<file path="config.mk">
export PLATFORM = sky130hd
export DESIGN_NAME = crt_fetch_flat
export DESIGN_NICKNAME = d
export VERILOG_FILES = /design/src/common/vga_mem_pkg.sv /design/src/common/arb_ifs.sv /design/src/crt_fetch/crt_fetch.sv /design/src/flat_wrapper.sv
export VERILOG_INCLUDE_DIRS = /design/src /design/src/common
export SDC_FILE = /design/constraint.sdc
export NUM_CORES = 1
export LEC_CHECK = 0
export ABC_AREA = 1
export BUFFER_PORTS_ARGS = -buffer_cell sky130_fd_sc_hd__buf_4
export CAP_MARGIN = 20
export CORE_MARGIN = 2
export CORE_UTILIZATION = 25
export DETAILED_ROUTE_END_ITERATION = 12
export SLEW_MARGIN = 20
export SYNTH_ARGS = -nofsm -noshare
export SYNTH_HDL_FRONTEND = slang
export SYNTH_SLANG_ARGS = --single-unit
</file>
<file path="constraint.sdc">
create_clock -name mem_clk -period 4.95 [get_ports mem_clk]
set_input_delay 1.2375 -clock mem_clk [delete_from_list [all_inputs] [get_ports mem_clk]]
set_output_delay 1.2375 -clock mem_clk [all_outputs]
set_load 0.005 [all_outputs]
</file>
<file path="src/common/vga_mem_params.svh">
`ifndef VGA_MEM_PARAMS_SVH
`define VGA_MEM_PARAMS_SVH

// ==============================
// video memory geometry
// ==============================

`define MEM_AW 12       // 4096 words of video memory
`define MEM_DW 16       // one character/attribute word

// ==============================
// display refill geometry
// ==============================

`define LINE_WORDS 16   // words fetched per display line
`define NUM_LINES  8    // lines per frame, the fetcher wraps after the last

`endif

</file>
<file path="src/common/vga_mem_pkg.sv">
`include "vga_mem_params.svh"

package vga_mem_pkg;

  // ==============================
  // datapath widths
  // ==============================

  typedef logic [`MEM_AW-1:0] mem_addr_t;              // word address into video memory
  typedef logic [`MEM_DW-1:0] mem_data_t;              // one memory word

  typedef logic [$clog2(`LINE_WORDS)-1:0] word_idx_t;  // word position within a line
  typedef logic [$clog2(`NUM_LINES)-1:0] line_idx_t;   // line number within the frame

  // ==============================
  // arbiter states
  // ==============================

  // code 1 is left unused
  typedef enum logic [2:0] {
    arb_idle     = 3'd0,  // no grant, waiting for a request
    arb_crt_pick = 3'd2,  // CRT won, choose the buffer to fill
    arb_cpu_wr   = 3'd3,  // CPU write granted
    arb_cpu_rd   = 3'd4,  // CPU read granted
    arb_crt_a    = 3'd5,  // CRT filling buffer A
    arb_crt_b    = 3'd6   // CRT filling buffer B
  } arb_state_t;

endpackage

</file>
<file path="src/common/arb_ifs.sv">
`timescale 1ns/1ps

// request/grant handshake between the CRT line fetcher and the arbiter
interface crt_arb_if;
  logic crt_req;
  logic a_empty;
  logic b_empty;
  logic a_full_done;
  logic b_full_done;
  logic sync_crt_line_end;
  logic crt_gnt;

  modport fetch (
    output crt_req, a_empty, b_empty,
    output a_full_done, b_full_done, sync_crt_line_end,
    input  crt_gnt
  );

  modport arb (
    input  crt_req, a_empty, b_empty,
    input  a_full_done, b_full_done, sync_crt_line_end,
    output crt_gnt
  );
endinterface


</file>
<file path="src/crt_fetch/crt_fetch.sv">
`timescale 1ns/1ps
`include "vga_mem_params.svh"

module crt_fetch (
  input  logic                   mem_clk,
  input  logic                   hreset_n,
  crt_arb_if.fetch               arb,
  output vga_mem_pkg::mem_addr_t crt_addr,
  input  vga_mem_pkg::mem_data_t mem_rdata,
  input  logic                   crt_line_end,
  input  logic                   pix_rd,
  output logic                   pix_ready,
  output vga_mem_pkg::mem_data_t pix_data,
  output logic                   pix_valid
);
  import vga_mem_pkg::*;

  mem_data_t buf_a [`LINE_WORDS];
  mem_data_t buf_b [`LINE_WORDS];

  logic      a_full;
  logic      b_full;
  logic      disp_sel;      // 0 shows buffer A, 1 shows buffer B
  logic      disp_full;
  logic      fill_next;     // buffer the next fill goes to
  logic      fill_buf_q;    // buffer of the running fill
  logic      crt_req_q;
  line_idx_t line_idx;
  word_idx_t fetch_idx;
  word_idx_t wr_idx_q;
  word_idx_t rd_idx;
  logic      last_issued;
  logic      issue;
  logic      wr_en_q;
  logic      full_done;
  logic      pop;
  logic [2:0] le_sync;
  logic      line_end_q;

  // ==============================
  // fill order
  // ==============================

  // an empty display buffer must be filled first so lines stay in order
  assign disp_full = disp_sel ? b_full : a_full;
  assign fill_next = disp_full ? ~disp_sel : disp_sel;

  assign arb.a_empty = !a_full && !fill_next;   // empty and next in fill order
  assign arb.b_empty = !b_full && fill_next;
  assign arb.crt_req = crt_req_q;
  assign arb.sync_crt_line_end = line_end_q;

  assign full_done = wr_en_q && (wr_idx_q == word_idx_t'(`LINE_WORDS - 1));
  assign arb.a_full_done = full_done && !fill_buf_q;
  assign arb.b_full_done = full_done && fill_buf_q;

  assign issue = arb.crt_gnt && !last_issued;
  assign crt_addr = mem_addr_t'(line_idx * `LINE_WORDS + fetch_idx);

  assign pix_ready = disp_full;
  assign pop = pix_rd && pix_ready;               // reads without pix_ready are dropped

  // ==============================
  // refill control
  // ==============================

  always_ff @(posedge mem_clk or negedge hreset_n) begin
    if (!hreset_n) begin
      crt_req_q   <= 1'b0;
      fetch_idx   <= '0;
      last_issued <= 1'b0;
      wr_en_q     <= 1'b0;
      fill_buf_q  <= 1'b0;
      line_idx    <= '0;
      le_sync     <= '0;
      line_end_q  <= 1'b0;
    end else begin
      crt_req_q <= (arb.a_empty || arb.b_empty) && !arb.crt_gnt;
      wr_en_q   <= issue;
      if (!arb.crt_gnt) begin
        fetch_idx   <= '0;                        // aborted fills restart at word 0
        last_issued <= 1'b0;
        fill_buf_q  <= fill_next;
      end else if (issue) begin
        fetch_idx   <= fetch_idx + 1'b1;
        last_issued <= (fetch_idx == word_idx_t'(`LINE_WORDS - 1));
      end
      if (full_done) begin
        if (line_idx == line_idx_t'(`NUM_LINES - 1)) line_idx <= '0;
        else line_idx <= line_idx + 1'b1;
      end
      le_sync    <= {le_sync[1:0], crt_line_end};   // two sync flops plus edge history
      line_end_q <= le_sync[1] && !le_sync[2];
    end
  end

  // ==============================
  // buffer state and pixel port
  // ==============================

  always_ff @(posedge mem_clk or negedge hreset_n) begin
    if (!hreset_n) begin
      a_full    <= 1'b0;
      b_full    <= 1'b0;
      disp_sel  <= 1'b0;
      rd_idx    <= '0;
      pix_valid <= 1'b0;
    end else begin
      pix_valid <= pop;
      if (line_end_q && !disp_sel) a_full <= 1'b0;  // display releases its buffer
      if (line_end_q && disp_sel) b_full <= 1'b0;
      if (arb.a_full_done) a_full <= 1'b1;
      if (arb.b_full_done) b_full <= 1'b1;
      if (line_end_q) begin
        disp_sel <= ~disp_sel;
        rd_idx   <= '0;
      end else if (pop) begin
        rd_idx <= rd_idx + 1'b1;
      end
    end
  end

  always_ff @(posedge mem_clk) begin
    wr_idx_q <= fetch_idx;                          // memory returns data one cycle later
    if (wr_en_q && !fill_buf_q) buf_a[wr_idx_q] <= mem_rdata;
    if (wr_en_q && fill_buf_q) buf_b[wr_idx_q] <= mem_rdata;
    if (pop) pix_data <= disp_sel ? buf_b[rd_idx] : buf_a[rd_idx];
  end

endmodule

</file>
<file path="src/flat_wrapper.sv">
// flat-port wrapper written by rule: the top's interface ports become plain ports
module crt_fetch_flat import vga_mem_pkg::*;
  (mem_clk, hreset_n, crt_addr, mem_rdata, crt_line_end, pix_rd, pix_ready, pix_data, pix_valid, arb_crt_req, arb_a_empty, arb_b_empty, arb_a_full_done, arb_b_full_done, arb_sync_crt_line_end, arb_crt_gnt);
  crt_arb_if arb_i ();
  input  logic mem_clk;
  input  logic hreset_n;
  output vga_mem_pkg::mem_addr_t crt_addr;
  input  vga_mem_pkg::mem_data_t mem_rdata;
  input  logic crt_line_end;
  input  logic pix_rd;
  output logic pix_ready;
  output vga_mem_pkg::mem_data_t pix_data;
  output logic pix_valid;
  output wire logic [$bits(arb_i.crt_req)-1:0] arb_crt_req;
  output wire logic [$bits(arb_i.a_empty)-1:0] arb_a_empty;
  output wire logic [$bits(arb_i.b_empty)-1:0] arb_b_empty;
  output wire logic [$bits(arb_i.a_full_done)-1:0] arb_a_full_done;
  output wire logic [$bits(arb_i.b_full_done)-1:0] arb_b_full_done;
  output wire logic [$bits(arb_i.sync_crt_line_end)-1:0] arb_sync_crt_line_end;
  input wire logic [$bits(arb_i.crt_gnt)-1:0] arb_crt_gnt;
  assign arb_crt_req = arb_i.crt_req;
  assign arb_a_empty = arb_i.a_empty;
  assign arb_b_empty = arb_i.b_empty;
  assign arb_a_full_done = arb_i.a_full_done;
  assign arb_b_full_done = arb_i.b_full_done;
  assign arb_sync_crt_line_end = arb_i.sync_crt_line_end;
  assign arb_i.crt_gnt = arb_crt_gnt;
  crt_fetch u_core (.mem_clk(mem_clk), .hreset_n(hreset_n), .arb(arb_i), .crt_addr(crt_addr), .mem_rdata(mem_rdata), .crt_line_end(crt_line_end), .pix_rd(pix_rd), .pix_ready(pix_ready), .pix_data(pix_data), .pix_valid(pix_valid));
endmodule
</file>
==> run metrics <==
status=finished clean; peak supply drop=0.384 mV; Post-Synthesis Cells=about 1,900; post-route ant nets=0; part of the Yosys area used for sequential elements=0.733; Flop pwr share=0.441; total gr overflow=0; worst hold path class=register to register; Vias=roughly 14,000; cts-stage hold buffer count=0; leakage power=just over 9 nW; Max Root-Sink Buffers=3; crit-path cells=clkinv_1, nor2_1, nor2_1, buf_4; Synth cell types=26; Avg Cell Area, Syn=11.8 µm²; Die ar.=0.0925 mm²; Max Cap Viol=0; final worst-path cycle share=0.709; Final Hold Vio Count=0; I/O Pins=57; H-tree depth=2; Area growth, synth to finish=14.6%; critical path class=register to output port; launching element type of the critical path=register; critical path's most frequent cell=nor2_1; Worst Path Required=between 3000 and 4000 ps; CP endpoint kind=output port; Syn Std Cell Area=0.0225 mm²; Post-CTS Setup Bufs=0; setup repair after global routing missed its margin=false; non-filler cells in the finished layout=3,173; Core Area=between 0.08 and 0.09 mm²; Clock Power Share=0.329; Initial DRC Count=1,455; Die Y=between 300 and 400 µm; Skew-Pair Late Insertion Delay=610 ps; worst-margin pin slew=1060 ps; DR vias/cell=4.49; first-pass GRT wire length=86,800 µm; CTS Buf Count=57; CTS tree=built; Seq cells post-synth=between 500 and 600; pin count of the biggest net entering global routing=188; Slew headroom=0.296; ant diodes=0; synth warn=0; DRT Pass-1 Iters=5; EDFF count, synth=528; DRT Wirelength=~57,000 µm; Net Switching=between 0.004 and 0.005 W; placed cell count=3,070; vias in the first global route=13,800; FF-to-FF setup slack=1900 ps; Pint=0.00856 W; pwr dens=489 mW/mm²; Final GP Congestion=around 0.76; DRC viols=0; sw frac=0.322; shortest period the worst path allows=between 3000 and 4000 ps; Max Fclk=285 MHz; CP max-delay cell=clkinv_1; Worst-path clk slew=60 ps; detailed placement HPWL=31,800 µm; Finish-stage setup viols=0; Die Width=304 µm; Synth async-reset ratio=0.0414; clock skew=about 23 ps; CTS root buf=clkbuf_16; Port Buf Inserts=51; Initial Utilization=0.251; worst path arrival time=2270 ps; nets=1,978; number of gates resized after CTS=0; FP Rows=110; drt wl/cell=18.1 µm; Slew Limit Fails=0; initial antenna violation count=2; TritonCTS Sinks=555; fraction of layout cells with a size suffix above 1=0.0976; Critical Path Fanout Max=18; logic gate share of total power=0.230; Total GRT Usage=0.121; main flop type after synthesis=edfxtp_1; setup tns final=0 ps; Worst path max stage delay=670 ps
-- stage by stage --
| step | power, W | setup slack, ps | area, µm² | hold WS, ps | util |
|---|---|---|---|---|---|
| detailed placement | 0.00859 | 1970 | 24000 | 344 | 0.268 |
| global placement | 0.00855 | 1940 | 24000 | 333 | 0.268 |
| floorplan | 0.00783 | 2880 | 22500 | 331 | - |
| global route | 0.0133 | 1310 | 25800 | 360 | 0.288 |
| finish | 0.0126 | 1440 | 25800 | 354 | 0.288 |
| CTS | 0.0127 | 1420 | 25800 | 357 | 0.288 |
-- cell type report --
class / count / area [µm²]
well taps: 1176 / 1470
inverters: 19 / 81.3
flip-flops and latches: 555 / 16500
repair buffers: 93 / 723
clock inverters: 31 / 200
clock buffers: 72 / 1600
fillers: 9070 / 63800
multi-input cells: 1227 / 5230
-- power groups by stage --
| stage | clock network (W) | logic [W] | registers (W) |
|---|---|---|---|
| detailed placement | 0 | 0.00292 | 0.00567 |
| CTS | 0.00420 | 0.00294 | 0.00557 |
| floorplan | 0 | 0.00238 | 0.00545 |
| global route | 0.00439 | 0.00331 | 0.00559 |
| global placement | 0 | 0.00288 | 0.00567 |
| finish | 0.00415 | 0.00290 | 0.00556 |
-- cells by family after synthesis --
group                    Yosys count  synth area share
adder cells (fa/ha/maj)            4           0.00222
flip-flops                       555             0.733
AO/OA/AOI/OAI                     17           0.00378
multiplexers                       1          0.000500
other                              1          0.000166
XOR/XNOR                           2          0.000778
AND/OR/NAND/NOR                 1198             0.222
buffers and inverters            135            0.0381
-- registers in the layout, indices dropped and copies added, names as in the netlist --
register / count
u_core.b_full: 1
u_core.arb.crt_req: 1
u_core.pix_valid: 1
u_core.last_issued: 1
u_core.buf_b: 256
u_core.arb.sync_crt_line_end: 1
u_core.line_idx: 3
u_core.le_sync: 3
u_core.fetch_idx: 4
u_core.disp_sel: 1
u_core.pix_data: 16
u_core.wr_en_q: 1
u_core.rd_idx: 4
u_core.wr_idx_q: 4
u_core.a_full: 1
u_core.buf_a: 256
u_core.fill_buf_q: 1
-- path summary, 6_finish.rpt --
kind,startpoint,to,depth (start not counted)
max in group asynchronous,hreset_n,u_core.rd_idx[1],1
max,u_core.disp_sel,pix_ready,4
min in group asynchronous,hreset_n,u_core.le_sync[0],1
min reg2reg,u_core.le_sync[0],u_core.le_sync[1],0
min,u_core.le_sync[0],u_core.le_sync[1],0
max reg2reg,u_core.rd_idx[0],u_core.pix_data[14],10
-- cells in the mapped netlist (2+ instances only) --
library cell,instances,share of area
a21oi_1,6,0.0013
buf_1,7,0.0012
buf_2,50,0.011
buf_4,24,0.0080
buf_6,23,0.011
buf_8,2,0.0013
clkbuf_1,10,0.0017
dfrtp_1,23,0.026
dfxtp_1,4,0.0036
edfxtp_1,528,0.70
ha_1,4,0.0022
inv_1,16,0.0027
nand2_1,752,0.13
nand3_1,390,0.087
nor2_1,52,0.0087
o21ai_0,11,0.0024
xor2_1,2,0.00078
-- metal layers --
metal	vias up	wire length, µm	track usage
li1	6700	-	-
met1	6964	24700	0.162
met2	499	26900	0.198
met3	88	4280	0.0272
met4	4	1360	0.0319
met5	-	27	0
-- cell usage in the layout (no fill, tap or decap), types with 2 or more instances in the layout --
master / netlist / final
clkbuf_1: 10 / 8
buf_12: 0 / 2
nor2_4: 0 / 4
dfrtp_1: 23 / 20
dfxtp_1: 4 / 4
inv_4: 0 / 2
bufinv_16: 0 / 2
dfrtp_4: 0 / 2
edfxtp_1: 528 / 528
clkbuf_8: 0 / 3
nor2_1: 52 / 40
a21oi_1: 6 / 6
clkinvlp_4: 0 / 3
inv_1: 16 / 14
nor2_2: 0 / 8
buf_4: 24 / 91
nand3_1: 390 / 390
clkbuf_16: 0 / 61
nand2_1: 752 / 752
clkinv_2: 0 / 10
o21ai_0: 11 / 11
ha_1: 4 / 4
clkinv_1: 1 / 16
conb_1: 1 / 5
xor2_1: 2 / 2
-- critical path, delay by kind of cell (launching register included) --
| family | cells | cell delay [ps] |
|---|---|---|
| buffers and inverters | 2 | 820 |
| AND/OR/NAND/NOR | 2 | 520 |
| flip-flops | 1 | 340 |
(Power assumes the default switching activity.)
