`src/common/vga_mem_params.svh`:
```
`ifndef VGA_MEM_PARAMS_SVH
`define VGA_MEM_PARAMS_SVH

// ==============================
// video memory geometry
// ==============================

`define MEM_AW 12       // 4096 words of video memory
`define MEM_DW 16       // one character/attribute word

// ==============================
// display refill geometry
// ==============================

`define LINE_WORDS 16   // words fetched per display line
`define NUM_LINES  8    // lines per frame, the fetcher wraps after the last

`endif

```
`src/common/vga_mem_pkg.sv`:
```
`include "vga_mem_params.svh"

package vga_mem_pkg;

  // ==============================
  // datapath widths
  // ==============================

  typedef logic [`MEM_AW-1:0] mem_addr_t;              // word address into video memory
  typedef logic [`MEM_DW-1:0] mem_data_t;              // one memory word

  typedef logic [$clog2(`LINE_WORDS)-1:0] word_idx_t;  // word position within a line
  typedef logic [$clog2(`NUM_LINES)-1:0] line_idx_t;   // line number within the frame

  // ==============================
  // arbiter states
  // ==============================

  // code 1 is left unused
  typedef enum logic [2:0] {
    arb_idle     = 3'd0,  // no grant, waiting for a request
    arb_crt_pick = 3'd2,  // CRT won, choose the buffer to fill
    arb_cpu_wr   = 3'd3,  // CPU write granted
    arb_cpu_rd   = 3'd4,  // CPU read granted
    arb_crt_a    = 3'd5,  // CRT filling buffer A
    arb_crt_b    = 3'd6   // CRT filling buffer B
  } arb_state_t;

endpackage

```
`src/common/arb_ifs.sv`:
```
`timescale 1ns/1ps

// request/grant handshake between the CRT line fetcher and the arbiter
interface crt_arb_if;
  logic crt_req;
  logic a_empty;
  logic b_empty;
  logic a_full_done;
  logic b_full_done;
  logic sync_crt_line_end;
  logic crt_gnt;

  modport fetch (
    output crt_req, a_empty, b_empty,
    output a_full_done, b_full_done, sync_crt_line_end,
    input  crt_gnt
  );

  modport arb (
    input  crt_req, a_empty, b_empty,
    input  a_full_done, b_full_done, sync_crt_line_end,
    output crt_gnt
  );
endinterface

// request/grant handshake between the APB port and the arbiter
interface cpu_arb_if;
  logic cpu_rd_req;
  logic cpu_wr_req;
  logic cpu_rd_gnt;
  logic cpu_wr_gnt;

  modport port (
    output cpu_rd_req, cpu_wr_req,
    input  cpu_rd_gnt, cpu_wr_gnt
  );

  modport arb (
    input  cpu_rd_req, cpu_wr_req,
    output cpu_rd_gnt, cpu_wr_gnt
  );
endinterface

```
`src/verilog/sm_arb.sv`:
```
`timescale 1ns/1ps

module sm_arb (
  input logic    mem_clk,
  input logic    hreset_n,
  crt_arb_if.arb crt,
  cpu_arb_if.arb cpu
);
  import vga_mem_pkg::*;

  arb_state_t state_q;
  arb_state_t state_d;

  // ==============================
  // state register
  // ==============================

  always_ff @(posedge mem_clk or negedge hreset_n) begin
    if (!hreset_n) begin
      state_q <= arb_idle;
    end else begin
      state_q <= state_d;
    end
  end

  // ==============================
  // next state
  // ==============================

  always_comb begin
    state_d = state_q;
    case (state_q)
      arb_idle: begin
        if (crt.crt_req) state_d = arb_crt_pick;           // CRT refill has top priority
        else if (cpu.cpu_wr_req) state_d = arb_cpu_wr;
        else if (cpu.cpu_rd_req) state_d = arb_cpu_rd;
      end
      arb_crt_pick: begin
        if (crt.a_empty) state_d = arb_crt_a;
        else if (crt.b_empty) state_d = arb_crt_b;
        else state_d = arb_idle;                            // both buffers already full
      end
      arb_cpu_wr: begin
        if (!cpu.cpu_wr_req) state_d = arb_idle;
      end
      arb_cpu_rd: begin
        if (!cpu.cpu_rd_req) state_d = arb_idle;
      end
      arb_crt_a: begin
        if (crt.a_full_done || crt.sync_crt_line_end) state_d = arb_idle;
      end
      arb_crt_b: begin
        if (crt.b_full_done || crt.sync_crt_line_end) state_d = arb_idle;
      end
      default: state_d = arb_idle;
    endcase
  end

  // grants come straight from the registered state, so they never glitch
  always_comb begin
    crt.crt_gnt    = 1'b0;
    cpu.cpu_wr_gnt = 1'b0;
    cpu.cpu_rd_gnt = 1'b0;
    case (state_q)
      arb_crt_a, arb_crt_b: crt.crt_gnt = 1'b1;
      arb_cpu_wr: cpu.cpu_wr_gnt = 1'b1;
      arb_cpu_rd: cpu.cpu_rd_gnt = 1'b1;
      default: begin
      end
    endcase
  end

endmodule

```
`src/flat_wrapper.sv`:
```
// flat-port wrapper written by rule: the top's interface ports become plain ports
module sm_arb_flat import vga_mem_pkg::*;
  (mem_clk, hreset_n, crt_crt_req, crt_a_empty, crt_b_empty, crt_a_full_done, crt_b_full_done, crt_sync_crt_line_end, crt_crt_gnt, cpu_cpu_rd_req, cpu_cpu_wr_req, cpu_cpu_rd_gnt, cpu_cpu_wr_gnt);
  crt_arb_if crt_i ();
  cpu_arb_if cpu_i ();
  input logic mem_clk;
  input logic hreset_n;
  input wire logic [$bits(crt_i.crt_req)-1:0] crt_crt_req;
  input wire logic [$bits(crt_i.a_empty)-1:0] crt_a_empty;
  input wire logic [$bits(crt_i.b_empty)-1:0] crt_b_empty;
  input wire logic [$bits(crt_i.a_full_done)-1:0] crt_a_full_done;
  input wire logic [$bits(crt_i.b_full_done)-1:0] crt_b_full_done;
  input wire logic [$bits(crt_i.sync_crt_line_end)-1:0] crt_sync_crt_line_end;
  output wire logic [$bits(crt_i.crt_gnt)-1:0] crt_crt_gnt;
  input wire logic [$bits(cpu_i.cpu_rd_req)-1:0] cpu_cpu_rd_req;
  input wire logic [$bits(cpu_i.cpu_wr_req)-1:0] cpu_cpu_wr_req;
  output wire logic [$bits(cpu_i.cpu_rd_gnt)-1:0] cpu_cpu_rd_gnt;
  output wire logic [$bits(cpu_i.cpu_wr_gnt)-1:0] cpu_cpu_wr_gnt;
  assign crt_i.crt_req = crt_crt_req;
  assign crt_i.a_empty = crt_a_empty;
  assign crt_i.b_empty = crt_b_empty;
  assign crt_i.a_full_done = crt_a_full_done;
  assign crt_i.b_full_done = crt_b_full_done;
  assign crt_i.sync_crt_line_end = crt_sync_crt_line_end;
  assign crt_crt_gnt = crt_i.crt_gnt;
  assign cpu_i.cpu_rd_req = cpu_cpu_rd_req;
  assign cpu_i.cpu_wr_req = cpu_cpu_wr_req;
  assign cpu_cpu_rd_gnt = cpu_i.cpu_rd_gnt;
  assign cpu_cpu_wr_gnt = cpu_i.cpu_wr_gnt;
  sm_arb u_core (.mem_clk(mem_clk), .hreset_n(hreset_n), .crt(crt_i), .cpu(cpu_i));
endmodule
```
`config.mk`:
```
export PLATFORM = sky130hd
export DESIGN_NAME = sm_arb_flat
export DESIGN_NICKNAME = d
export VERILOG_FILES = /design/src/common/vga_mem_pkg.sv /design/src/common/arb_ifs.sv /design/src/verilog/sm_arb.sv /design/src/flat_wrapper.sv
export VERILOG_INCLUDE_DIRS = /design/src /design/src/common
export SDC_FILE = /design/constraint.sdc
export NUM_CORES = 1
export LEC_CHECK = 0
export BUFFER_PORTS_ARGS = -buffer_cell sky130_fd_sc_hd__buf_2
export CORE_AREA = 2 2 39 41
export DETAILED_ROUTE_END_ITERATION = 16
export DIE_AREA = 0 0 41 43
export PLACE_DENSITY_LB_ADDON = 0.1
export SYNTH_ARGS = -nofsm -noshare
export SYNTH_HDL_FRONTEND = slang
export SYNTH_SLANG_ARGS = --single-unit
export TNS_END_PERCENT = 30
```
`constraint.sdc`:
```
create_clock -name mem_clk -period 1.96 [get_ports mem_clk]
set_clock_uncertainty 0.15 [all_clocks]
set_input_delay 0.196 -clock mem_clk [delete_from_list [all_inputs] [get_ports mem_clk]]
set_output_delay 0.196 -clock mem_clk [all_outputs]
set_load 0.02 [all_outputs]
```
==> metrics.cfg, run 1 <==
[power_and_ir_drop]
ir_drop_v = 0.000411
powerDensity_mw_per_mm2 = 1270
p_leak_uw = 0.000178

[cts]
cts_tree = done
clkLatencyLatePin_ns = 0.24
postCtsSetupRepairBufs = 0
clkTransAtPathRegs_ns = 0.04
cts-root-buf = clkbuf_4
clockBufferDepth = 2
cts.htree.levels = 1
clock_sinks = 3
cts_buffers = 3

[final_layout]
antenna_cells = 0
drive_above_1_share_pct = 39.2
nets = 62
finalInstanceArea_um2 = 384
largest_register_ffs = 3
regMostFlops = u_core.state_q
areaGrowthSynthToFinish_pct = 31.8
largest_registers = u_core.state_q x3
fillers = 161

[worst_setup_path]
r2r_end = u_core.state_q[1]$_DFFE_PN0P_
required_ns = 1.61
crit_type = reg -> out
critPathCaptureType = output port
path_cells = or2b_1, a21boi_0, buf_2
slowest_stage = dfrtp_1
cp_max_fo = 10
worstRegToRegCells = 4
crit_path_start_kind = flip-flop
r2r-start = u_core.state_q[0]$_DFFE_PN0P_
slowest_delay_ns = 0.47
r2r_setup_slack_ns = 0.47
arrival_ns = 1.37

[die]
die-area_mm2 = 0.00176
io_pins = 13
coreArea_mm2 = 0.00138
std_cell_rows = 14
die_h_um = 43
die_x_um = 41
start_util_pct = 21.1

[grt]
busiest_layer = met2
grt_overflow_total = 0
grt.total_usage_pct = 11.3
use_met2_pct = 17.5
grt_max_degree = 12
antenna_found_initial = 0
grt_pass1_wl_um = 1260
grt_pass1_vias = 320
met1_usage_pct = 11.5
use_met3_pct = 1.57

[synthesis]
syn_avg_cell_area_um2 = 7.88
ys_seq_area_share_pct = 25.8
netlist_top_cells_area = dfrtp_1, a21oi_1, nor3_1
yosys_warnings = 0
syn-num-nets = 47
synth_largest_area_cell = dfrtp_1
synth.distinct_cells = 24
synth-seq-cells = 3
syn_inst = 37
synth_area_um2 = 292
yosys.area.top_type_share_pct = 25.8

[sta]
tightestPinTransition_ns = 0.332
maxSlewViolCount = 0
final_hold_viol_count = 0
finalCritPeriodShare_pct = 87.6
setup_tns_ns = 0
setup_viol = 0
max_freq_ghz = 0.582
rsz0062_at_grt = no
period_minus_slack_ns = 1.72
slew_headroom_pct = 77.9

[placement]
detailed_place_hpwl_um = 543
gp_congestion = 0.680
place_area_um2 = 348
portBuffers = 12

[routing]
drc = 0
ant_nets = 0
routed_wl_um = 749
vias = 305
via_per_inst = 4.55
first_iter_violations = 4
wire_per_inst_um = 11.2
drt_first_pass_iters = 2

[outcome]
status = finished clean

[flow_run]
max_cap_violations = 0

[hold_path]
hold_path_class = in -> async

-- cell families (layout without fill, tap and decap cells) --
logic type	Yosys count	in the layout	synth area share, %
buffers and inverters	4	18	9.44
AND/OR/NAND/NOR	20	20	42.1
AO/OA/AOI/OAI	10	10	22.7
flip-flops	3	3	25.8
-- cell type report --
type | instances | area [um^2] | share of cell area (%)
clock buffer | 4 | 26.3 | 6.84
inverter | 1 | 3.75 | 0.977
multi-input combinational | 30 | 189 | 49.2
sequential | 3 | 75.1 | 19.5
tap | 16 | 20.0 | 5.21
timing repair buffer | 13 | 70.1 | 18.2
-- where the power goes --
part / total (uW) / switching [uW] / internal, uW
clock: 112 / 35.7 / 76.5
sequential: 159 / 69.2 / 90.3
combinational: 218 / 107 / 110
-- critical path: cells and delay by family, from the launching register on --
family                 cells  cell delay (ns)
AO/OA/AOI/OAI              1             0.17
buffers and inverters      1             0.19
flip-flops                 1             0.47
AND/OR/NAND/NOR            1             0.30
-- worst max-delay path by stage --
stage	startpoint	endpoint	cells after the start
2_1_floorplan	u_core.state_q[0]$_DFFE_PN0P_	crt_crt_gnt	3
3_3_place_gp	u_core.state_q[2]$_DFFE_PN0P_	u_core.state_q[2]$_DFFE_PN0P_	4
3_5_place_dp	u_core.state_q[0]$_DFFE_PN0P_	u_core.state_q[1]$_DFFE_PN0P_	4
4_1_cts	u_core.state_q[1]$_DFFE_PN0P_	crt_crt_gnt	3
5_1_grt	u_core.state_q[1]$_DFFE_PN0P_	crt_crt_gnt	3
6_report	u_core.state_q[1]$_DFFE_PN0P_	crt_crt_gnt	3
-- cell usage after synthesis, drive strengths merged --
cell,n
a21boi,1
a21oi,4
a2bb2oi,1
and2,1
and3,1
buf,3
dfrtp,3
inv,1
nand2,3
nand2b,1
nor2,4
nor3,3
nor4b,1
o21ai,3
o32a,1
or2,1
or2b,2
or3,1
or3b,2
-- routing by layer --
metal / up-vias / share of wire (%)
li1: 159 / -
met5: - / 0
met4: 0 / 3.7
met2: 12 / 47
met1: 131 / 42
met3: 3 / 6.3
-- repair_timing --
action / CTS / global route
endpoints found under the setup margin: 0 / 0
resized for setup: 0 / 0
hold endpoints to repair: 3 / 0
hold buffers: 1 / 0
-- cell usage in the layout (no fill, tap or decap) --
master / n
dfrtp_1: 3
nor4b_2: 1
buf_2: 12
or3b_4: 1
clkbuf_1: 1
and3_1: 1
inv_1: 1
nor3_1: 3
nand2b_1: 1
a21oi_1: 3
a21oi_2: 1
nor2_1: 4
o32a_2: 1
or2b_1: 2
or2_2: 1
a21boi_0: 1
or3b_1: 1
and2_1: 1
clkbuf_4: 3
o21ai_1: 1
nand2_1: 3
a2bb2oi_1: 1
or3_1: 1
o21ai_0: 2
dlygate4sd3_1: 1
-- metrics by stage --
step	hold WS (ns)	total power, uW	setup slack, ns	util (%)	std cells
2_1_floorplan	-0.250	347	0.354	-	37
3_3_place_gp	-0.157	379	0.492	25.1	62
3_5_place_dp	-0.157	381	0.469	25.1	62
4_1_cts	0.124	502	0.203	27.8	67
5_1_grt	0.152	539	0.136	27.8	67
6_report	0.129	489	0.243	27.8	67
Power figures use the tool's default switching activity.
==> run 2, diff against run 1 <==
REMOVE_ABC_BUFFERS = 1   (was not set)
==> metrics.cfg, run 2 (same netlist as run 1, synthesis figures left out) <==
[outcome]
status = finished clean  ; unchanged

[sta]
period_minus_slack_ns = 1.69  ; was 1.72 ns
finalCritPeriodShare_pct = 86.4  ; was 87.6%
final_hold_viol_count = 0  ; unchanged
slew_headroom_pct = 78.4  ; was 77.9%
maxSlewViolCount = 0  ; unchanged
setup_tns_ns = 0  ; unchanged
whs_ns = 0.136  ; was 0.129 ns
rsz0062_at_grt = no  ; unchanged
max_freq_ghz = 0.590  ; was 0.582 GHz
setup_viol = 0  ; unchanged
tightestPinTransition_ns = 0.324  ; was 0.332 ns

[worst_setup_path]
r2r_setup_slack_ns = 0.49  ; was 0.47 ns
slowest_delay_ns = 0.47  ; about the same
required_ns = 1.61  ; about the same
crit_start = u_core.state_q[1]$_DFFE_PN0P_  ; unchanged
arrival_ns = 1.35  ; was 1.37 ns
critPathBufInv = 1  ; unchanged
r2r_end = u_core.state_q[1]$_DFFE_PN0P_  ; unchanged
cp_top_family = flip-flops  ; unchanged
slowest_stage = dfrtp_1  ; unchanged
crit_type = reg -> out  ; unchanged
path_cells = or2b_1, a21boi_0, buf_2  ; unchanged
worstRegToRegCells = 4  ; unchanged
critical_path_depth = 3  ; unchanged
critPathCaptureType = output port  ; unchanged
r2r-start = u_core.state_q[1]$_DFFE_PN0P_  ; was u_core.state_q[0]$_DFFE_PN0P_
crit_path_start_kind = flip-flop  ; unchanged
cp_max_fo = 10  ; unchanged

[routing]
vias = 302  ; was 305
ant_nets = 0  ; unchanged
first_iter_violations = 1  ; was 4
drt_first_pass_iters = 2  ; unchanged
via_per_inst = 4.51  ; was 4.55
drc = 0  ; unchanged
routed_wl_um = 648  ; was 749 um
wire_per_inst_um = 9.67  ; was 11.2 um

[cts]
clockBufferDepth = 2  ; unchanged
ctsHoldBuffers = 1  ; unchanged
cts_tree = done  ; unchanged
cts_buffers = 3  ; unchanged
cts-root-buf = clkbuf_4  ; unchanged
clock_sinks = 3  ; unchanged
clkLatencyLatePin_ns = 0.23  ; was 0.24 ns
clkTransAtPathRegs_ns = 0.04  ; about the same
postCtsSetupRepairBufs = 0  ; unchanged
ctsResizeCount = 0  ; unchanged
cts.htree.levels = 1  ; unchanged

[final_layout]
areaGrowthSynthToFinish_pct = 31.8  ; unchanged
regMostFlops = u_core.state_q  ; unchanged
antenna_cells = 0  ; unchanged
fillers = 166  ; was 161
drive_above_1_share_pct = 39.2  ; unchanged
largest_registers = u_core.state_q x3  ; unchanged
layout_commonest_cell = buf_2  ; unchanged
layout_common_cells = buf_2, nor2_1  ; unchanged
largest_register_ffs = 3  ; unchanged
nets = 62  ; unchanged

[placement]
gp_congestion = 0.688  ; was 0.680
detailed_place_hpwl_um = 509  ; was 543 um
portBuffers = 12  ; unchanged

[grt]
grt_max_degree = 12  ; unchanged
grt_pass1_vias = 270  ; was 320
grt_overflow_total = 0  ; unchanged
antenna_found_initial = 0  ; unchanged
grt_pass1_wl_um = 1070  ; was 1260 um
grt.total_usage_pct = 9.25  ; was 11.3%

[die]
die-area_mm2 = 0.00176  ; unchanged
coreArea_mm2 = 0.00138  ; unchanged
die_x_um = 41  ; unchanged
io_pins = 13  ; unchanged
die_h_um = 43  ; unchanged
start_util_pct = 21.1  ; unchanged
std_cell_rows = 14  ; unchanged

[power_and_ir_drop]
powerDensity_mw_per_mm2 = 1250  ; was 1270 mW/mm^2
ir_drop_v = 0.000544  ; was 0.000411 V
p_leak_uw = 0.000178  ; unchanged

[hold_path]
hold_path_class = in -> async  ; unchanged

[flow_run]
max_cap_violations = 0  ; unchanged

==> run 2: worst max-delay path by stage <==
stage / slack, ns / end
after floorplan: 0.40 / crt_crt_gnt
after global placement: 0.52 / u_core.state_q[0]$_DFFE_PN0P_
final: 0.27 / crt_crt_gnt
after global routing: 0.12 / crt_crt_gnt
after detailed placement: 0.47 / u_core.state_q[1]$_DFFE_PN0P_
after CTS: 0.24 / crt_crt_gnt
==> run 2: area by class of cell <==
cell class	instances	area [um^2]	share of cell area, %
Clock buffer	4	26.3	6.84
Inverter	1	3.75	0.977
Multi-Input combinational cell	30	189	49.2
Sequential cell	3	75.1	19.5
Tap cell	16	20.0	5.21
Timing Repair Buffer	13	70.1	18.2
==> run 2: layer usage <==
layer	global-route usage [%]	routed length (um)	up-vias
met5	0	0	-
met4	8.00	0	0
met3	1.57	19	0
met2	14.1	346	4
met1	10.3	281	141
li1	-	-	157
==> run 2: stage by stage <==
step	cell area [um^2]	total power [uW]	util (%)	cells	worst slack, ns
6_report	384	479	27.8	67	0.266
3_5_place_dp	348	376	25.1	62	0.473
2_1_floorplan	268	305	-	34	0.395
5_1_grt	384	537	27.8	67	0.121
4_1_cts	384	492	27.8	67	0.242
3_3_place_gp	348	375	25.1	62	0.518
==> run 2: worst register-to-register path: cells and delay by family, from the launching register on <==
kind	cells	cell delay (ns)
simple gates	2	0.60
flops	1	0.47
compound gates	2	0.16
==> run 2: power breakdown <==
part / total [uW] / switching [uW] / internal, uW
sequential: 155 / 65.0 / 90.4
clock: 108 / 31.3 / 76.2
combinational: 216 / 106 / 110
total: 479 / 202 / 277
