===== src/common/vga_mem_params.svh =====
`ifndef VGA_MEM_PARAMS_SVH
`define VGA_MEM_PARAMS_SVH

// ==============================
// video memory geometry
// ==============================

`define MEM_AW 12       // 4096 words of video memory
`define MEM_DW 16       // one character/attribute word

// ==============================
// display refill geometry
// ==============================

`define LINE_WORDS 16   // words fetched per display line
`define NUM_LINES  8    // lines per frame, the fetcher wraps after the last

`endif


===== src/common/vga_mem_pkg.sv =====
`include "vga_mem_params.svh"

package vga_mem_pkg;

  // ==============================
  // datapath widths
  // ==============================

  typedef logic [`MEM_AW-1:0] mem_addr_t;              // word address into video memory
  typedef logic [`MEM_DW-1:0] mem_data_t;              // one memory word

  typedef logic [$clog2(`LINE_WORDS)-1:0] word_idx_t;  // word position within a line
  typedef logic [$clog2(`NUM_LINES)-1:0] line_idx_t;   // line number within the frame

  // ==============================
  // arbiter states
  // ==============================

  // code 1 is left unused
  typedef enum logic [2:0] {
    arb_idle     = 3'd0,  // no grant, waiting for a request
    arb_crt_pick = 3'd2,  // CRT won, choose the buffer to fill
    arb_cpu_wr   = 3'd3,  // CPU write granted
    arb_cpu_rd   = 3'd4,  // CPU read granted
    arb_crt_a    = 3'd5,  // CRT filling buffer A
    arb_crt_b    = 3'd6   // CRT filling buffer B
  } arb_state_t;

endpackage


===== src/common/arb_ifs.sv =====


// request/grant handshake between the APB port and the arbiter
interface cpu_arb_if;
  logic cpu_rd_req;
  logic cpu_wr_req;
  logic cpu_rd_gnt;
  logic cpu_wr_gnt;

  modport port (
    output cpu_rd_req, cpu_wr_req,
    input  cpu_rd_gnt, cpu_wr_gnt
  );

  modport arb (
    input  cpu_rd_req, cpu_wr_req,
    output cpu_rd_gnt, cpu_wr_gnt
  );
endinterface


===== src/verilog/cpu_apb_port.sv =====
`timescale 1ns/1ps

module cpu_apb_port (
  input  logic                   mem_clk,
  input  logic                   hreset_n,
  input  vga_mem_pkg::mem_addr_t paddr,
  input  logic                   psel,
  input  logic                   penable,
  input  logic                   pwrite,
  input  vga_mem_pkg::mem_data_t pwdata,
  output vga_mem_pkg::mem_data_t prdata,
  output logic                   pready,
  cpu_arb_if.port                arb,
  output vga_mem_pkg::mem_addr_t cpu_addr,
  output vga_mem_pkg::mem_data_t cpu_wdata,
  input  vga_mem_pkg::mem_data_t mem_rdata
);
  import vga_mem_pkg::*;

  typedef enum logic [1:0] {
    st_idle,    // waiting for an APB access phase
    st_req,     // request raised, waiting for the grant
    st_data,    // read data on its way out of the memory
    st_done     // pready, request already dropped
  } port_state_t;

  port_state_t state_q;
  port_state_t state_d;
  mem_addr_t   addr_q;
  mem_data_t   wdata_q;
  logic        write_q;
  logic        gnt;

  assign gnt = write_q ? arb.cpu_wr_gnt : arb.cpu_rd_gnt;

  // ==============================
  // transfer FSM
  // ==============================

  always_ff @(posedge mem_clk or negedge hreset_n) begin
    if (!hreset_n) begin
      state_q <= st_idle;
    end else begin
      state_q <= state_d;
    end
  end

  always_comb begin
    state_d = state_q;
    case (state_q)
      st_idle: begin
        if (psel && penable) state_d = st_req;
      end
      st_req: begin
        if (gnt) state_d = write_q ? st_done : st_data;   // write lands on the grant edge
      end
      st_data: state_d = st_done;
      st_done: state_d = st_idle;
      default: state_d = st_idle;
    endcase
  end

  // a read keeps its request through st_data so the grant holds the address
  assign arb.cpu_wr_req = write_q && (state_q == st_req);
  assign arb.cpu_rd_req = !write_q && ((state_q == st_req) || (state_q == st_data));
  assign pready = (state_q == st_done);

  assign cpu_addr  = addr_q;
  assign cpu_wdata = wdata_q;

  // APB holds address and data stable, capture them while idle
  always_ff @(posedge mem_clk) begin
    if (state_q == st_idle) begin
      addr_q  <= paddr;
      wdata_q <= pwdata;
      write_q <= pwrite;
    end
    if (state_q == st_data) prdata <= mem_rdata;
  end

endmodule


===== src/flat_wrapper.sv =====
// flat-port wrapper written by rule: the top's interface ports become plain ports
module cpu_apb_port_flat import vga_mem_pkg::*;
  (mem_clk, hreset_n, paddr, psel, penable, pwrite, pwdata, prdata, pready, cpu_addr, cpu_wdata, mem_rdata, arb_cpu_rd_req, arb_cpu_wr_req, arb_cpu_rd_gnt, arb_cpu_wr_gnt);
  cpu_arb_if arb_i ();
  input  logic mem_clk;
  input  logic hreset_n;
  input  vga_mem_pkg::mem_addr_t paddr;
  input  logic psel;
  input  logic penable;
  input  logic pwrite;
  input  vga_mem_pkg::mem_data_t pwdata;
  output vga_mem_pkg::mem_data_t prdata;
  output logic pready;
  output vga_mem_pkg::mem_addr_t cpu_addr;
  output vga_mem_pkg::mem_data_t cpu_wdata;
  input  vga_mem_pkg::mem_data_t mem_rdata;
  output wire logic [$bits(arb_i.cpu_rd_req)-1:0] arb_cpu_rd_req;
  output wire logic [$bits(arb_i.cpu_wr_req)-1:0] arb_cpu_wr_req;
  input wire logic [$bits(arb_i.cpu_rd_gnt)-1:0] arb_cpu_rd_gnt;
  input wire logic [$bits(arb_i.cpu_wr_gnt)-1:0] arb_cpu_wr_gnt;
  assign arb_cpu_rd_req = arb_i.cpu_rd_req;
  assign arb_cpu_wr_req = arb_i.cpu_wr_req;
  assign arb_i.cpu_rd_gnt = arb_cpu_rd_gnt;
  assign arb_i.cpu_wr_gnt = arb_cpu_wr_gnt;
  cpu_apb_port u_core (.mem_clk(mem_clk), .hreset_n(hreset_n), .paddr(paddr), .psel(psel), .penable(penable), .pwrite(pwrite), .pwdata(pwdata), .prdata(prdata), .pready(pready), .arb(arb_i), .cpu_addr(cpu_addr), .cpu_wdata(cpu_wdata), .mem_rdata(mem_rdata));
endmodule

===== config.mk =====
export PLATFORM = sky130hd
export DESIGN_NAME = cpu_apb_port_flat
export DESIGN_NICKNAME = d
export VERILOG_FILES = /design/src/common/vga_mem_pkg.sv /design/src/common/arb_ifs.sv /design/src/verilog/cpu_apb_port.sv /design/src/flat_wrapper.sv
export VERILOG_INCLUDE_DIRS = /design/src /design/src/common
export SDC_FILE = /design/constraint.sdc
export NUM_CORES = 1
export LEC_CHECK = 0
export ABC_AREA = 1
export ABC_CLOCK_PERIOD_IN_PS = 2600
export BUFFER_PORTS_ARGS = -buffer_cell sky130_fd_sc_hd__buf_4
export CORE_MARGIN = 4
export CORE_UTILIZATION = 42
export CTS_CLUSTER_SIZE = 10
export DETAILED_ROUTE_END_ITERATION = 6
export PLACE_DENSITY = 0.79
export SYNTH_ARGS = -nofsm -noshare
export SYNTH_HDL_FRONTEND = slang
export SYNTH_SLANG_ARGS = --single-unit

===== constraint.sdc =====
create_clock -name mem_clk -period 2.6 [get_ports mem_clk]
set_clock_uncertainty 0.2 [all_clocks]
set_input_delay 0.13 -clock mem_clk [delete_from_list [all_inputs] [get_ports mem_clk]]
set_output_delay 0.13 -clock mem_clk [all_outputs]
set_load 0.1 [all_outputs]

==> results of run 1 <==
routing by layer:
metal  up-vias  wire length, um  global-route usage
met5         -                0                   0
met4         0               84              0.0629
met3         8              198              0.0478
met2        41             2570               0.376
met1       572             1340               0.169
li1        573                -                   -
path summary, 6_finish.rpt:
| check | from | end | cells past startpoint |
|---|---|---|---|
| worst max-delay path | u_core.state_q[0]$_DFFE_PN0P_ | arb_cpu_rd_req | 5 |
| worst min-delay path | arb_cpu_rd_gnt | u_core.state_q[0]$_DFFE_PN0P_ | 5 |
| worst max register to register | u_core.state_q[0]$_DFFE_PN0P_ | u_core.prdata[2]$_DFFE_PN_ | 2 |
| worst min register to register | u_core.state_q[1]$_DFFE_PN0P_ | u_core.state_q[1]$_DFFE_PN0P_ | 2 |
| max in group asynchronous | hreset_n | u_core.state_q[1]$_DFFE_PN0P_ | 3 |
| min in group asynchronous | hreset_n | u_core.state_q[0]$_DFFE_PN0P_ | 3 |
Yosys cell counts:
cell	instances
inv_2	1
nand3_2	1
nor2_1	1
nand2_2	2
nand3_1	4
nand2_8	1
dfrtp_1	2
inv_1	5
ha_1	5
edfxtp_1	45
nand2_1	8
sequential cells by signal, summed over array words and instances (netlist names):
signal,count
u_core.cpu_addr,12
u_core.cpu_wdata,16
u_core.state_q,2
u_core.prdata,16
u_core.write_q,1
stage by stage:
step           cells  setup WS (ns)  hold slack, ns  cell area, sq um   util
3_3_place_gp     221          0.929          -0.285              2380  0.650
2_1_floorplan     75          0.212          -0.366              1580      -
5_1_grt          276          0.591          0.0143              2960  0.808
4_1_cts          276          0.682         0.00297              2960  0.808
3_5_place_dp     221          0.835          -0.283              2380  0.650
6_report         276          0.682          0.0119              2960  0.808
cell families (layout without fill, tap and decap cells):
| group | after synthesis | in the layout |
|---|---|---|
| fa+ha+maj | 5 | 5 |
| buf+inv | 6 | 159 |
| flops | 47 | 47 |
| simple gates | 17 | 17 |
layout make-up:
class	instances	area share
clock buffer	5	0.0233
clock inverter	3	0.0131
inverter	6	0.00762
multi-input combinational	22	0.0537
sequential	47	0.474
tap	48	0.0203
timing repair buffer	145	0.408
critical path, delay by kind of cell (launching register included):
family	cells	cell delay, ns
buf+inv	3	0.46
fa+ha+maj	1	0.31
simple gates	1	0.09
flops	1	0.43
repair_timing:
action                     in CTS  in global routing
hold buffers                   47                  0
setup buffers                   0                  0
setup endpoints to repair       0                  0
hold endpoints to repair       47                  0
==> results by group, run 1 <==
Outcome
  – Status: complete, no violations

Finish
  – Area Growth Syn to Fin: 86.8%
  – Register area: ~0.0014 sq mm
  – Antenna fix cells: 0
  – Area of the multi-input gates: between 150 and 200 sq um
  – Most frequent cells in the layout: buf_4 (98), dlygate4sd3_1 (47), edfxtp_1 (45)
  – Fraction of layout cells with a size suffix above 1: 0.482
  – Fillers: ~190
  – Commonest non-fill, non-tap cell in the layout: buf_4
  – Final net count: about 280

Floorplanning
  – Vert. Die Dim: a little under 70 um
  – Ports: between 90 and 100
  – Initial cell density of the core: 0.432
  – Core box area: roughly 0.0037 sq mm
  – Die width: 69.4 um
  – DIE AREA: 0.00481 sq mm
  – Row count: 22

Logic synthesis
  – Post-synthesis simple-gate area fraction: 0.0609
  – Synthesized area per cell: around 21 sq um
  – Synth area leader: edfxtp_1
  – Cells after Synth: 75
  – Synth top area share: 0.854
  – Seq/Total Area, Yosys: 0.885
  – Cell variety after synth: 11
  – Post-Synth XOR/XNOR Area: 0
  – Synth Area in Compound Gates: 0
  – Mux share of post-synthesis cell area: 0
  – Mapped Nets: approximately 130
  – Yosys warns: 0
  – Register bit total from synthesis: 47
  – Synth top area cells: edfxtp_1 (85%), ha_1 (4.0%), dfrtp_1 (3.2%)
  – Synth Cell Area: approximately 0.0016 sq mm
  – Largest family of logic cells by synthesized area: simple AND/OR/NAND/NOR gates
  – Adder and majority gate portion of the synthesized area: 0.0395

Global route
  – First-pass GRT wire length: ~6700 um
  – Pin count of the biggest net entering global routing: 31
  – GRT Total Usage: 0.184
  – Initial antenna violation count: 0
  – Vias in the first global route: 1330
  – GRT overflow: 0

Detailed routing
  – # DRC: 0
  – Vias per inst: 4.33
  – Antenna Nets Post-Route: 0
  – Routed wire length: 4190 um
  – Vias: between 1k and 1.5k
  – Drt wl/cell: ~15 um
  – Initial DRC count: 35
  – DR pass1 iterations: 3

Timing
  – Final Hold Vio Count: 0
  – Final setup fails: 0
  – Final min period: roughly 1.9 ns
  – Pins Over Slew Limit: 0
  – RSZ-0062 raised after global routing: false
  – Slew HR: 0.548
  – Max Freq: about 520 MHz
  – Setup_tns: 0 ns
  – Tcrit/Tclk final: 0.738
  – Slew @ Worst Pin: around 0.68 ns

Worst setup path
  – Crit Path Category: reg2out
  – Crit path capture type: primary output
  – Cell mode on critical path: inv_1
  – Slowest stage delay, CP: 0.43 ns
  – Worst EP required: 2.27 ns
  – Worst path slowest cell: dfrtp_1
  – CP cell instances: inv_1, ha_1, inv_1, nor2_1, buf_4
  – CP Max Fanout: 5
  – CP arrival: roughly 1.6 ns
  – Startpoint Class: flip-flop
  – R2r setup slk: ~0.83 ns

Clock tree
  – Post-CTS Resized: 0
  – TritonCTS clock tree: done
  – Num CTS Buffers: 5
  – Worst skew pair latency: 0.29 ns
  – H-Tree Depth: 2
  – CTS Sinks: 47
  – Worst-case clock buffer depth: 2
  – Clock Root Buffer: clkbuf_8
  – Clk slew on worst S/H paths: 0.08 ns

Worst hold path
  – Tightest Hold Check Type: in2reg

Place
  – Hpwl dp: between 2000 and 3000 um
  – Global placer's final weighted congestion: between 0.8 and 0.9
  – PortBufs: 97

Run
  – Max-cap viol count: 0
Power of run 1 is left out: the tool's default activity adds up to more than one toggle a clock period on the data nets, which glitch-free logic cannot reach.
==> run 2, diff against run 1 <==
ABC_CLOCK_PERIOD_IN_PS = 1900   (was 2600)
clock period = 1.9 ns   (was 2.6 ns; I/O delays follow)
==> run 2 against run 1 <==
Net effect: routed wire length rose by 3.0%; largest cell class unchanged; final area rose by 2.6%; critical endpoint is now arb_cpu_wr_req; register-to-register slack got worse by 0.44 ns.
==> results by group, run 2 (synthesized netlist as in run 1, its figures left out) <==
Timing
  – Final setup fails: 0 (unchanged)
  – Slew @ Worst Pin: 0.293 ns (was 0.678 ns)
  – Fin worst setup slack: 0.0742 ns (was 0.682 ns)
  – Tcrit/Tclk final: 0.961
  – Max Freq: between 500 and 600 MHz
  – Pins Over Slew Limit: 0 (unchanged)
  – Final min period: between 1.5 and 2 ns
  – Slew HR: 0.806 (was 0.548)
  – Final Hold Vio Count: 0 (unchanged)

Worst setup path
  – CP arrival: 1.53 ns (was 1.59 ns)
  – Crit Path Category: reg2out (unchanged)
  – Worst EP required: 1.60 ns (was 2.27 ns)
  – Crit path capture type: primary output (unchanged)
  – Cell mode on critical path: inv_1 (unchanged)
  – Startpoint Class: flip-flop (unchanged)
  – Slowest stage delay, CP: 0.43 ns (about the same)
  – Worst path slowest cell: dfrtp_1 (unchanged)
  – CP cell instances: inv_1, ha_1, nand2_1, inv_1, buf_4 (was inv_1, ha_1, inv_1, nor2_1, buf_4)
  – CP Max Fanout: 5 (unchanged)

Global route
  – Initial antenna violation count: 0 (unchanged)
  – GRT Total Usage: 0.186 (was 0.184)
  – Pin count of the biggest net entering global routing: 31 (unchanged)
  – GRT overflow: 0 (unchanged)
  – Vias in the first global route: 1333 (was 1330)
  – First-pass GRT wire length: 6780 um (was 6730 um)

Place
  – PortBufs: 97 (unchanged)
  – Dpl ws: 0.361 ns (was 0.835 ns)
  – Hpwl dp: 2730 um (was 2680 um)
  – Inst Count DP: 222 (was 221)
  – Global placer's final weighted congestion: 0.784 (was 0.853)
  – Cell Area, Placed: 0.00240 sq mm (was 0.00238 sq mm)

Run
  – Max-cap viol count: 0 (unchanged)

Finish
  – Most frequent cells in the layout: buf_4 (97), dlygate4sd3_1 (49), edfxtp_1 (45) (was buf_4 (98), dlygate4sd3_1 (47), edfxtp_1 (45))
  – Non-Filler Instances: 279 (was 276)
  – Post-route cell area: 0.00303 sq mm (was 0.00296 sq mm)
  – Commonest non-fill, non-tap cell in the layout: buf_4 (unchanged)
  – Utilization after layout: 0.829 (was 0.808)
  – Area Growth Syn to Fin: 91.7% (was 86.8%)
  – Final net count: 286 (was 283)
  – Antenna fix cells: 0 (unchanged)
  – Fraction of layout cells with a size suffix above 1: 0.489 (was 0.482)

Floorplanning
  – Core box area: 0.00366 sq mm (unchanged)
  – Initial cell density of the core: 0.432 (unchanged)
  – Row count: 22 (unchanged)
  – DIE AREA: 0.00481 sq mm (unchanged)
  – Vert. Die Dim: 69.4 um (unchanged)
  – Die width: 69.4 um (unchanged)
  – Ports: 98 (unchanged)

Outcome
  – Status: complete, no violations (unchanged)

Detailed routing
  – Routed wire length: 4310 um (was 4190 um)
  – Drt wl/cell: 15.4 um (was 15.2 um)
  – Antenna Nets Post-Route: 0 (unchanged)
  – DR pass1 iterations: 4 (was 3)
  – # DRC: 0 (unchanged)
  – Vias: 1220 (was 1194)
  – Vias per inst: 4.37 (was 4.33)
  – Initial DRC count: 46 (was 35)

Clock tree
  – Worst skew pair latency: 0.28 ns (was 0.29 ns)
  – Setup Buffers After CTS: 0 (unchanged)
  – CTS Sinks: 47 (unchanged)
  – TritonCTS clock tree: done (unchanged)
  – H-Tree Depth: 2 (unchanged)
  – Num CTS Buffers: 5 (unchanged)
  – Worst-case clock buffer depth: 2 (unchanged)
  – Clock Root Buffer: clkbuf_8 (unchanged)
  – Clk slew on worst S/H paths: 0.08 ns (about the same)

Worst hold path
  – Tightest Hold Check Type: in2reg (unchanged)
run 2: final timing paths:
| check | from | end | slack (ns) | cells after the start |
|---|---|---|---|---|
| min in group asynchronous | hreset_n | u_core.state_q[0]$_DFFE_PN0P_ | 0.46 | 3 |
| hold reg to reg | u_core.state_q[1]$_DFFE_PN0P_ | u_core.state_q[1]$_DFFE_PN0P_ | 0.38 | 2 |
| hold / removal | psel | u_core.state_q[0]$_DFFE_PN0P_ | 0.05 | 5 |
| max in group asynchronous | hreset_n | u_core.state_q[1]$_DFFE_PN0P_ | 0.92 | 3 |
| setup / recovery | u_core.state_q[1]$_DFFE_PN0P_ | arb_cpu_wr_req | 0.07 | 5 |
| setup reg to reg | u_core.state_q[0]$_DFFE_PN0P_ | u_core.state_q[0]$_DFFE_PN0P_ | 0.39 | 7 |
run 2: layout make-up:
class / instances / area, sq um
Fill cell: 189 / 627
Clock buffer: 6 / 72.6
Timing Repair Buffer: 148 / 1250
Inverter: 6 / 22.5
Multi-Input combinational cell: 22 / 164
Sequential cell: 47 / 1400
Clock inverter: 2 / 60.1
Tap cell: 48 / 60.1
run 2: per-layer routing:
layer | track usage | share of wire | vias up
met5 | 0 | 0 | -
met4 | 0.0803 | 0.021 | 0
met3 | 0.0478 | 0.067 | 7
met2 | 0.363 | 0.58 | 52
met1 | 0.180 | 0.33 | 579
li1 | - | - | 582
run 2: stage by stage:
stage          hold slack, ns  TNS (ns)
6_report               0.0506         0
5_1_grt                0.0707  -0.00693
4_1_cts                0.0391         0
3_5_place_dp           -0.322         0
3_3_place_gp           -0.322         0
2_1_floorplan          -0.401  -0.00332
run 2: repair_timing:
| item | CTS | global route |
|---|---|---|
| hold endpoints to repair | 49 | 0 |
| endpoints found under the setup margin | 0 | 1 |
| hold buffers | 49 | 0 |
| resized for setup | 0 | 2 |
run 2: critical path: cells and delay by family (launching register included):
family	cells	cell delay, ns
adder cells (fa/ha/maj)	1	0.24
buffers and inverters	3	0.49
flip-flops	1	0.43
AND/OR/NAND/NOR	1	0.08
Power of run 2 is left out for the same reason.
==> run 3, diff against run 2 <==
RECOVER_POWER = 50   (was default)
==> run 3 against run 2 <==
Net effect: maximum frequency about the same; highest routed layer unchanged; critical endpoint is now arb_cpu_rd_req; final area down 2.0%; largest cell class unchanged; worst setup slack worse by 0.0016 ns.
==> results by group, run 3 (synthesized netlist as in run 1, its figures left out) <==
Worst setup path
  – CP Max Fanout: 5 (unchanged)
  – Crit path capture type: primary output (unchanged)
  – CP arrival: 1.53 ns (about the same)
  – R2r setup slk: 0.38 ns (was 0.39 ns)
  – Crit Path Category: reg2out (unchanged)
  – Worst EP required: 1.60 ns (about the same)
  – Startpoint Class: flip-flop (unchanged)

Timing
  – Final setup fails: 0 (unchanged)
  – Final Hold Vio Count: 0 (unchanged)
  – Final hold slack: 0.0511 ns (was 0.0506 ns)
  – Tcrit/Tclk final: 0.962 (was 0.961)
  – Pins Over Slew Limit: 0 (unchanged)
  – Slew HR: 0.629 (was 0.806)
  – Final min period: 1.83 ns (about the same)
  – Slew @ Worst Pin: 0.559 ns (was 0.293 ns)
  – Max Freq: 547 MHz (was 548 MHz)

Floorplanning
  – Core box area: 0.00366 sq mm (unchanged)
  – Initial cell density of the core: 0.432 (unchanged)
  – Row count: 22 (unchanged)
  – Vert. Die Dim: 69.4 um (unchanged)
  – Die width: 69.4 um (unchanged)
  – Ports: 98 (unchanged)
  – DIE AREA: 0.00481 sq mm (unchanged)

Global route
  – Met3 usage: 0.0478 (unchanged)
  – GRT overflow: 0 (unchanged)
  – GRT Total Usage: 0.186 (unchanged)
  – Pin count of the biggest net entering global routing: 31 (unchanged)
  – Routing usage on met1: 0.180 (unchanged)
  – Most used routing layer in global routing: met2 (unchanged)
  – Vias in the first global route: 1333 (unchanged)
  – First-pass GRT wire length: 6780 um (unchanged)
  – Initial antenna violation count: 0 (unchanged)
  – Met2 track demand over resource: 0.363 (unchanged)

Clock tree
  – Num CTS Buffers: 5 (unchanged)
  – Worst-case clock buffer depth: 2 (unchanged)
  – Clk slew on worst S/H paths: 0.08 ns (about the same)
  – Clock Root Buffer: clkbuf_8 (unchanged)
  – TritonCTS clock tree: done (unchanged)
  – Worst skew pair latency: 0.28 ns (about the same)
  – CTS Sinks: 47 (unchanged)
  – H-Tree Depth: 2 (unchanged)

Detailed routing
  – Antenna Nets Post-Route: 0 (unchanged)
  – Initial DRC count: 50 (was 46)
  – Vias per inst: 4.34 (was 4.37)
  – DR pass1 iterations: 4 (unchanged)
  – Routed wire length: 4240 um (was 4310 um)
  – Vias: 1210 (was 1220)
  – # DRC: 0 (unchanged)
  – Drt wl/cell: 15.2 um (was 15.4 um)

Finish
  – Fraction of layout cells with a size suffix above 1: 0.485 (was 0.489)
  – Commonest non-fill, non-tap cell in the layout: dlygate4sd3_1 (was buf_4)
  – Most frequent cells in the layout: dlygate4sd3_1 (49), clkbuf_4 (45), edfxtp_1 (45) (was buf_4 (97), dlygate4sd3_1 (49), edfxtp_1 (45))
  – Antenna fix cells: 0 (unchanged)
  – Fillers: 208 (was 189)
  – Register area: 0.00140 sq mm (unchanged)
  – Area of the multi-input gates: 164 sq um (unchanged)
  – Area Growth Syn to Fin: 87.8% (was 91.7%)
  – Final net count: 286 (unchanged)

Run
  – Max-cap viol count: 0 (unchanged)

Worst hold path
  – Tightest Hold Check Type: in2reg (unchanged)

Place
  – PortBufs: 97 (unchanged)
  – Hpwl dp: 2730 um (unchanged)
  – Global placer's final weighted congestion: 0.784 (unchanged)

Outcome
  – Status: complete, no violations (unchanged)
[run 3: path summary, 6_finish.rpt]
check / start / to / cells past startpoint
max: u_core.state_q[0]$_DFFE_PN0P_ / arb_cpu_rd_req / 5
max in group asynchronous: hreset_n / u_core.state_q[1]$_DFFE_PN0P_ / 3
min reg2reg: u_core.state_q[1]$_DFFE_PN0P_ / u_core.state_q[1]$_DFFE_PN0P_ / 2
min: psel / u_core.state_q[0]$_DFFE_PN0P_ / 5
max reg2reg: u_core.state_q[0]$_DFFE_PN0P_ / u_core.state_q[0]$_DFFE_PN0P_ / 7
min in group asynchronous: hreset_n / u_core.state_q[0]$_DFFE_PN0P_ / 3
[run 3: per-stage QoR]
step / setup slack (ns) / utilization / cells / instance area, sq um / setup TNS [ns]
finish: 0.0726 / 0.812 / 279 / 2970 / 0
global route: -0.00693 / 0.812 / 279 / 2970 / -0.00693
CTS: 0.0218 / 0.827 / 279 / 3030 / 0
detailed placement: 0.361 / 0.657 / 222 / 2400 / 0
global placement: 0.400 / 0.657 / 222 / 2400 / 0
floorplan: -0.00332 / - / 75 / 1590 / -0.00332
[run 3: worst max-delay path: stages (launching register included)]
cell,delay [ns]
dfrtp_1,0.43
inv_1,0.12
ha_2,0.34
inv_1,0.04
nor2_2,0.11
buf_8,0.21
[run 3: cell type report]
cell class | instances | share of cell area
flip-flops and latches | 47 | 0.471
repair buffers | 148 | 0.401
multi-input cells | 22 | 0.0551
clock buffers | 6 | 0.0244
clock inverters | 2 | 0.0202
well taps | 48 | 0.0202
inverters | 6 | 0.00758
[run 3: timing repair]
item	4_1_cts	5_1_grt
setup buffers	0	0
gates resized for setup	0	2
setup endpoints to repair	0	1
hold buffers	49	0
endpoints found under the hold margin	49	0
[run 3: routing by layer]
layer | up-vias | part of all wire
met5 | - | 0
met4 | 0 | 0.021
met3 | 7 | 0.067
met2 | 50 | 0.58
met1 | 571 | 0.33
li1 | 582 | -
Power of run 3 is left out for the same reason.
